`config.mk`:
```
export PLATFORM = sky130hd
export DESIGN_NAME = bpu_top
export DESIGN_NICKNAME = d
export VERILOG_FILES = /design/src/logic/bpu_pkg.sv /design/src/logic/bpu_top.sv /design/src/logic/bpu_ctrl.sv /design/src/logic/pc_select.sv /design/src/logic/branch_resolve.sv /design/src/logic/bht_store.sv
export VERILOG_INCLUDE_DIRS = /design/src /design/src/logic
export SDC_FILE = /design/constraint.sdc
export NUM_CORES = 2
export LEC_CHECK = 0
export BUFFER_PORTS_ARGS = -buffer_cell sky130_fd_sc_hd__buf_2
export CORE_ASPECT_RATIO = 1.25
export CORE_MARGIN = 2
export CORE_UTILIZATION = 55
export DETAILED_ROUTE_END_ITERATION = 10
export PLACE_DENSITY = 0.81
export SLEW_MARGIN = 25
export SYNTH_ARGS = -nofsm -noshare
export SYNTH_HDL_FRONTEND = slang
export SYNTH_HIERARCHICAL = 1
export SYNTH_SLANG_ARGS = --single-unit
```
`constraint.sdc`:
```
create_clock -name CLK -period 7.5 [get_ports CLK]
set_clock_uncertainty 0.05 [all_clocks]
set_input_delay 1.125 -clock CLK [delete_from_list [all_inputs] [get_ports CLK]]
set_output_delay 1.125 -clock CLK [all_outputs]
set_load 0.005 [all_outputs]
```
`src/logic/bpu_config.svh`:
```
`ifndef BPU_CONFIG_SVH
`define BPU_CONFIG_SVH

////////////////////////////////////////////////////////////
// branch predictor geometry
////////////////////////////////////////////////////////////

// pc is a word address, not a byte address
`define BPU_PC_W 11

// 16 sets, indexed by the low pc bits
`define BPU_SET_W 4

// 4 ways per set
`define BPU_WAY_W 2

// tag is whatever is left above the set index
`define BPU_TAG_W 7

// sets times ways
`define BPU_ENTRIES 64

`endif
```
`src/logic/bpu_pkg.sv`:
```
`include "bpu_config.svh"

package bpu_pkg;

	// word address as seen by the fetch unit
	typedef logic [`BPU_PC_W-1:0] addr_t;

	// 2-bit saturating counter, msb gives the prediction
	typedef logic [1:0] ctr_t;

	// branch opcode decoded for exe
	typedef enum logic [3:0] {
		BR_NONE, BR_BEQ, BR_BNE, BR_BLT, BR_BGE,
		BR_BLTU, BR_BGEU, BR_BEQZ, BR_BNEZ
	} br_op_t;

	// one table line, valid in the msb
	typedef struct packed {
		logic                  valid;
		logic [`BPU_TAG_W-1:0] tag;
		addr_t                 target;
		ctr_t                  ctr;
	} bht_entry_t;

	// result of one set-associative lookup
	typedef struct packed {
		logic                  hit;
		logic [`BPU_WAY_W-1:0] way;
		bht_entry_t            entry;
	} bht_look_t;

	// instruction sitting in decode
	typedef struct packed {
		logic  is_branch;
		logic  is_jump;
		addr_t pc;
		addr_t target;
	} id_info_t;

	// instruction sitting in execute, with alu flags
	typedef struct packed {
		br_op_t op;
		addr_t  pc;
		addr_t  target;
		logic   z;
		logic   less;
	} exe_info_t;

	typedef enum logic [1:0] {WR_NONE, WR_ALLOC, WR_TRAIN} wr_op_t;

	// write command into the table
	typedef struct packed {
		wr_op_t op;
		addr_t  pc;
		addr_t  target;
		ctr_t   ctr;
		logic   taken;
	} bht_write_t;

	// cni = correct next instruction, pbt = predicted branch target
	typedef enum logic [1:0] {CORR_NONE, CORR_CNI, CORR_PBT} corr_t;

	typedef enum logic {FL_IDLE, FL_HOLD} flush_st_t;

	typedef struct packed {
		logic active;
		logic taken;
		logic mispredict;
	} resolve_t;

endpackage

```
`src/logic/bpu_top.sv`:
```
module bpu_top (
	input  logic               CLK,
	input  logic               nrst,
	input  logic               stall,
	input  bpu_pkg::addr_t     if_pc,
	input  bpu_pkg::id_info_t  id,
	input  bpu_pkg::exe_info_t exe,
	output bpu_pkg::addr_t     next_pc,
	output logic               if_taken,
	output bpu_pkg::corr_t     correction,
	output logic               flush,
	output logic               id_jump_hit
);
	import bpu_pkg::*;

	// lookups of the three stages
	bht_look_t  if_look;
	bht_look_t  id_look;
	bht_look_t  exe_look;

	bht_write_t wr;
	resolve_t   res;

	// table, one write port and three read ports
	bht_store i_bht_store (
		.CLK      (CLK),
		.nrst     (nrst),
		.if_pc    (if_pc),
		.id_pc    (id.pc),
		.exe_pc   (exe.pc),
		.wr       (wr),
		.if_look  (if_look),
		.id_look  (id_look),
		.exe_look (exe_look)
	);

	// exe outcome against the stored prediction
	branch_resolve i_branch_resolve (
		.exe      (exe),
		.exe_look (exe_look),
		.res      (res)
	);

	bpu_ctrl i_bpu_ctrl (
		.CLK         (CLK),
		.nrst        (nrst),
		.stall       (stall),
		.id          (id),
		.id_look     (id_look),
		.exe         (exe),
		.res         (res),
		.wr          (wr),
		.correction  (correction),
		.flush       (flush),
		.id_jump_hit (id_jump_hit)
	);

	// next fetch address
	pc_select i_pc_select (
		.if_pc       (if_pc),
		.if_look     (if_look),
		.id          (id),
		.id_jump_hit (id_jump_hit),
		.exe         (exe),
		.correction  (correction),
		.next_pc     (next_pc),
		.if_taken    (if_taken)
	);

endmodule

```
`src/logic/bpu_ctrl.sv`:
```
module bpu_ctrl (
	input  logic                CLK,
	input  logic                nrst,
	input  logic                stall,
	input  bpu_pkg::id_info_t   id,
	input  bpu_pkg::bht_look_t  id_look,
	input  bpu_pkg::exe_info_t  exe,
	input  bpu_pkg::resolve_t   res,
	output bpu_pkg::bht_write_t wr,
	output bpu_pkg::corr_t      correction,
	output logic                flush,
	output logic                id_jump_hit
);
	import bpu_pkg::*;

	// initial counters, strongly taken and weakly not taken
	localparam ctr_t CTR_ST = 2'b11;
	localparam ctr_t CTR_WNT = 2'b01;

	logic      alloc_req;
	logic      train_req;
	logic      id_jump_miss;
	flush_st_t fl_state;
	flush_st_t fl_next;

	////////////////////////////////////////////////////////////
	// table write arbitration
	////////////////////////////////////////////////////////////

	// decode allocates anything control-flow that misses
	assign alloc_req = (id.is_branch || id.is_jump) && !id_look.hit;
	assign train_req = res.active;

	always_comb begin
		wr.op = WR_NONE;
		wr.pc = exe.pc;
		wr.target = exe.target;
		wr.ctr = id.is_jump ? CTR_ST : CTR_WNT;
		wr.taken = res.taken;
		// table frozen while stalled
		if (!stall) begin
			if (alloc_req) begin
				// allocation wins, same-cycle training is dropped
				wr.op = WR_ALLOC;
				wr.pc = id.pc;
				wr.target = id.target;
			end else if (train_req) begin
				wr.op = WR_TRAIN;
			end
		end
	end

	////////////////////////////////////////////////////////////
	// correction and decode jump status
	////////////////////////////////////////////////////////////

	// not taken after all goes to pc+1, taken goes to the target
	always_comb begin
		if (!res.mispredict) begin
			correction = CORR_NONE;
		end else if (res.taken) begin
			correction = CORR_PBT;
		end else begin
			correction = CORR_CNI;
		end
	end

	assign id_jump_hit = id.is_jump && id_look.hit;
	assign id_jump_miss = id.is_jump && !id_look.hit;

	////////////////////////////////////////////////////////////
	// flush fsm
	////////////////////////////////////////////////////////////

	// hold stretches the flush one more cycle
	always_comb begin
		fl_next = fl_state;
		case (fl_state)
			FL_IDLE: begin
				if (res.mispredict || id_jump_miss) begin
					fl_next = FL_HOLD;
				end
			end
			FL_HOLD: fl_next = FL_IDLE;
			default: fl_next = FL_IDLE;
		endcase
	end

	always_ff @(posedge CLK) begin
		if (!nrst) begin
			fl_state <= FL_IDLE;
		end else if (!stall) begin
			fl_state <= fl_next;
		end
	end

	// a mispredict flushes at once, a decode jump miss only via hold
	assign flush = (fl_state == FL_HOLD) || res.mispredict;

endmodule

```
`src/logic/pc_select.sv`:
```
module pc_select (
	input  bpu_pkg::addr_t     if_pc,
	input  bpu_pkg::bht_look_t if_look,
	input  bpu_pkg::id_info_t  id,
	input  logic               id_jump_hit,
	input  bpu_pkg::exe_info_t exe,
	input  bpu_pkg::corr_t     correction,
	output bpu_pkg::addr_t     next_pc,
	output logic               if_taken
);
	import bpu_pkg::*;

	addr_t if_seq;
	addr_t exe_seq;
	logic  id_jump_miss;

	// sequential addresses, word granular so plus one
	assign if_seq = if_pc + addr_t'(1);
	assign exe_seq = exe.pc + addr_t'(1);

	// predict taken only on a hit with counter msb set
	assign if_taken = if_look.hit && if_look.entry.ctr[1];

	// jump not yet in the table, target only known at decode
	assign id_jump_miss = id.is_jump && !id_jump_hit;

	// oldest stage wins, exe correction first
	always_comb begin
		if (correction == CORR_CNI) begin
			next_pc = exe_seq;
		end else if (correction == CORR_PBT) begin
			next_pc = exe.target;
		end else if (id_jump_miss) begin
			next_pc = id.target;
		end else if (if_taken) begin
			next_pc = if_look.entry.target;
		end else begin
			next_pc = if_seq;
		end
	end

endmodule

```
`src/logic/branch_resolve.sv`:
```
module branch_resolve (
	input  bpu_pkg::exe_info_t exe,
	input  bpu_pkg::bht_look_t exe_look,
	output bpu_pkg::resolve_t  res
);
	import bpu_pkg::*;

	// real outcome from the alu flags
	logic cond_taken;

	// what fetch assumed back then
	logic pred_taken;

	////////////////////////////////////////////////////////////
	// condition decode
	////////////////////////////////////////////////////////////

	always_comb begin
		case (exe.op)
			// equality tests use the zero flag
			BR_BEQ: cond_taken = exe.z;
			BR_BEQZ: cond_taken = exe.z;
			BR_BNE: cond_taken = !exe.z;
			BR_BNEZ: cond_taken = !exe.z;
			// signed and unsigned compares both come in as less
			BR_BLT: cond_taken = exe.less;
			BR_BLTU: cond_taken = exe.less;
			BR_BGE: cond_taken = !exe.less;
			BR_BGEU: cond_taken = !exe.less;
			default: cond_taken = 1'b0;
		endcase
	end

	////////////////////////////////////////////////////////////
	// prediction check
	////////////////////////////////////////////////////////////

	// a table miss was fetched as not taken
	assign pred_taken = exe_look.hit && exe_look.entry.ctr[1];

	always_comb begin
		res.active = (exe.op != BR_NONE);
		res.taken = cond_taken;
		// only a real branch can mispredict
		res.mispredict = res.active && (pred_taken != cond_taken);
	end

endmodule

```
`src/logic/bht_store.sv`:
```
`include "bpu_config.svh"

module bht_store (
	input  logic                CLK,
	input  logic                nrst,
	input  bpu_pkg::addr_t      if_pc,
	input  bpu_pkg::addr_t      id_pc,
	input  bpu_pkg::addr_t      exe_pc,
	input  bpu_pkg::bht_write_t wr,
	output bpu_pkg::bht_look_t  if_look,
	output bpu_pkg::bht_look_t  id_look,
	output bpu_pkg::bht_look_t  exe_look
);
	import bpu_pkg::*;

	localparam int SETS = 1 << `BPU_SET_W;
	localparam int WAYS = 1 << `BPU_WAY_W;

	// entry index is {set, way}
	bht_entry_t bht_mem [`BPU_ENTRIES];

	// per-set fifo pointer, points at the oldest way
	logic [`BPU_WAY_W-1:0] fifo_ptr [SETS];

	logic [`BPU_SET_W-1:0] wr_set;
	logic [`BPU_SET_W-1:0] exe_set;
	bht_entry_t            alloc_entry;
	bht_entry_t            train_entry;

	////////////////////////////////////////////////////////////
	// address split
	////////////////////////////////////////////////////////////

	// low bits pick the set
	function automatic logic [`BPU_SET_W-1:0] set_of(input addr_t pc);
		return pc[`BPU_SET_W-1:0];
	endfunction

	// upper bits form the tag
	function automatic logic [`BPU_TAG_W-1:0] tag_of(input addr_t pc);
		return pc[`BPU_PC_W-1:`BPU_SET_W];
	endfunction

	// saturating step of the 2-bit counter
	function automatic ctr_t ctr_step(input ctr_t ctr, input logic taken);
		ctr_t nxt;
		nxt = ctr;
		if (taken && ctr != 2'b11) begin
			nxt = ctr + 2'b01;
		end else if (!taken && ctr != 2'b00) begin
			nxt = ctr - 2'b01;
		end
		return nxt;
	endfunction

	////////////////////////////////////////////////////////////
	// lookup ports
	////////////////////////////////////////////////////////////

	// compare the tag against all ways of the set
	// a miss returns an all-zero entry, so the counter reads not taken
	function automatic bht_look_t lookup(input addr_t pc);
		bht_look_t                look;
		bht_entry_t               ent;
		logic [`BPU_SET_W-1:0]    set;
		logic [`BPU_WAY_W-1:0]    way;
		set = set_of(pc);
		look = '0;
		for (int w = 0; w < WAYS; w++) begin
			way = w[`BPU_WAY_W-1:0];
			ent = bht_mem[{set, way}];
			if (ent.valid && ent.tag == tag_of(pc)) begin
				look.hit = 1'b1;
				look.way = way;
				look.entry = ent;
			end
		end
		return look;
	endfunction

	// one lookup per pipeline stage
	always_comb begin
		if_look = lookup(if_pc);
	end

	always_comb begin
		id_look = lookup(id_pc);
	end

	always_comb begin
		exe_look = lookup(exe_pc);
	end

	////////////////////////////////////////////////////////////
	// write port
	////////////////////////////////////////////////////////////

	assign wr_set = set_of(wr.pc);
	assign exe_set = set_of(exe_pc);

	// fresh entry, counter comes from the allocating stage
	always_comb begin
		alloc_entry.valid = 1'b1;
		alloc_entry.tag = tag_of(wr.pc);
		alloc_entry.target = wr.target;
		alloc_entry.ctr = wr.ctr;
	end

	// training only moves the counter of the hit line
	always_comb begin
		train_entry = exe_look.entry;
		train_entry.ctr = ctr_step(exe_look.entry.ctr, wr.taken);
	end

	always_ff @(posedge CLK) begin
		if (!nrst) begin
			for (int i = 0; i < `BPU_ENTRIES; i++) begin
				bht_mem[i] <= '0;
			end
			for (int s = 0; s < SETS; s++) begin
				fifo_ptr[s] <= '0;
			end
		end else begin
			case (wr.op)
				WR_ALLOC: begin
					// replace the oldest way, then move on
					bht_mem[{wr_set, fifo_ptr[wr_set]}] <= alloc_entry;
					fifo_ptr[wr_set] <= fifo_ptr[wr_set] + 1'b1;
				end
				WR_TRAIN: begin
					// evicted or never allocated, nothing to train
					if (exe_look.hit) begin
						bht_mem[{exe_set, exe_look.way}] <= train_entry;
					end
				end
				default: begin
				end
			endcase
		end
	end

endmodule

```
==> metrics.csv <==
metric;value;unit
whs;0.457;ns
cp_slowest_cell;a22oi_1;
dr_total_vias;55900;
cts_tree;yes;
min_period;7.52;ns
maxSlewViolCount;0;
hp-class;flop to flop;
root_buffer;clkbuf_16;
violations;negative setup slack;
drt_pass1_iterations;8;
path_cells;buf_8 > buf_12 > buf_4 > mux4_2 > mux4_2 > xnor2_1 > nand4_1 > nor2_1 > buf_4 > or2_2 > or2_2 > clkinv_1 > buf_4 > a22oi_1 > o21ai_0 > a21oi_1 > o41ai_1 > buf_2;
hpwl;188;mm
p_total;18200;uW
globalplace.congestion;1.06;
grtUsageMet1;46.9;%
dieArea;0.143;sq mm
crit_buf_inv;7;
cp_max_fo;14;
ctsHtreeMaxLevel;3;
cts_setup_buffers;0;
numCtsBuffers;121;
die_h;422;microns
rsz0062_at_grt;no;
initial_core_util;55.4;%
ys_warn_count;6;
nNetsFinal;5462;
endpoint_kind;output pin;
crit_required;6.32;ns
io_buffers;81;
ios;82;
grt_pass1_wl;405;mm
drt_iter0_drc;10200;
antenna_found_initial;26;
die_w;339;microns
cp_top_family;compound AO/OA/AOI/OAI gates;
relSlewSlack;19.9;%
syn_avg_cell_area;14.6;sq um
clk_latency;0.82;ns
ir_drop;0.000214;V
grt_max_degree;65;
vias_per_cell;7.59;
slowest_delay;0.79;ns
syn_inst;5275;
p_leak;0.0306;uW
finalHoldViolations;0;
criticalPathCategory;primary input to output pin;
drive_above_1_share;33.3;%
status;finished with violations;
setup_viol;1;
worst_slack;-0.0173;ns
clk_path_buf_depth;3;
p_per_area;211;mW/mm^2
cts.clk_slew.worst_paths;0.07;ns
routed_wl;288;mm
cts_sinks;1377;
synth_nets;5345;
areaGrowthSynthToFinish;12.1;%
grt_overflow;0;
netlist_area;0.0770;sq mm
wl_per_cell;39.1;microns
cts_resized;0;
post-route-period-util;100;%
arrival;6.34;ns
drc_errors;0;
crit_top_cell;buf_4;
cap_violations;0;
met2_usage;59.8;%
startpoint_type;primary input;
post-route-util;62.1;%
postRouteAntennaNets;0;
tightest_slew;1.20;ns
cts_hold_buf;0;
fp-row-count;153;
fmax;133;MHz
grt_util_all_layers;40.3;%
grt.met3_usage;15.5;%
pre_cts_ws;-0.372;ns
grt-busiest-layer;met2;
grt_pass1_vias;55900;
tns;-0.0173;ns
core;0.139;sq mm
==> layout by cell type (no fill, tap or decap), types with 6 or more instances in the layout <==
master,instances
edfxtp_1,1376
nor2_1,1251
o21ai_0,45
clkinv_2,19
nor3_1,20
nand2_2,29
xor2_1,27
nand2b_1,31
a211oi_1,27
mux4_2,930
a21oi_1,155
a221oi_1,9
mux2i_4,16
mux2_2,48
nand4_1,20
or2_2,10
clkinv_1,26
a31oi_1,6
diode_2,11
a22oi_1,45
clkbuf_1,21
a221o_1,9
and2_1,17
nor2b_1,11
or3_1,10
and3_1,9
clkinvlp_4,18
inv_1,79
clkbuf_16,121
buf_2,70
bufinv_16,12
mux2i_1,62
nand2_1,175
o22ai_1,23
nand3_1,42
buf_4,396
xnor2_1,75
buf_12,90
o211ai_1,15
==> registers in the layout, summed over array words and instances (netlist names) <==
name / flops
i_bht_store/bht_mem: 1344
i_bpu_ctrl/fl_state: 1
i_bht_store/fifo_ptr: 32
==> through the flow <==
stage               std cells  cell area, sq um
floorplan                5275             77100
global placement         7127             82300
detailed placement       7128             82300
CTS                      7355             86300
global route             7358             86400
finish                   7367             86400
==> final cells by class <==
cell class              instances  area [sq um]
well taps                    1860          2330
repair buffers                567          5300
inverters                      84           320
fillers                      9523         52800
clock inverters                85           850
diodes                         11          27.5
clock buffers                 142          3110
multi-input cells            3241         33100
flip-flops and latches       1377         41300
==> tightest hold or removal path, delay by kind of cell, from the launching register on <==
family          cells  cell delay (ns)
flops               1             0.33
compound gates      1             0.07
simple gates        1             0.06
==> routing by layer <==
layer	part of all wire (%)	wire length, microns
met1	28	81600
met2	44	126000
met3	17	49400
met4	11	30500
met5	0.076	218
==> final timing paths <==
path | depth (start not counted) | from | slack [ns] | end
hold / removal | 2 | i_bpu_ctrl/fl_state | 0.46 | i_bpu_ctrl/fl_state
setup reg to reg | 16 | i_bht_store/bht_mem[48][13] | 0.62 | i_bht_store/bht_mem[50][8]
hold reg to reg | 2 | i_bpu_ctrl/fl_state | 0.46 | i_bpu_ctrl/fl_state
setup / recovery | 18 | if_pc[0] | -0.02 | next_pc[4]
==> power by group <==
group | total [uW] | internal [uW] | switching, uW
clock | 6420 | 3390 | 3030
sequential | 8950 | 8740 | 206
combinational | 2880 | 1160 | 1720
(Power assumes the default switching activity.)
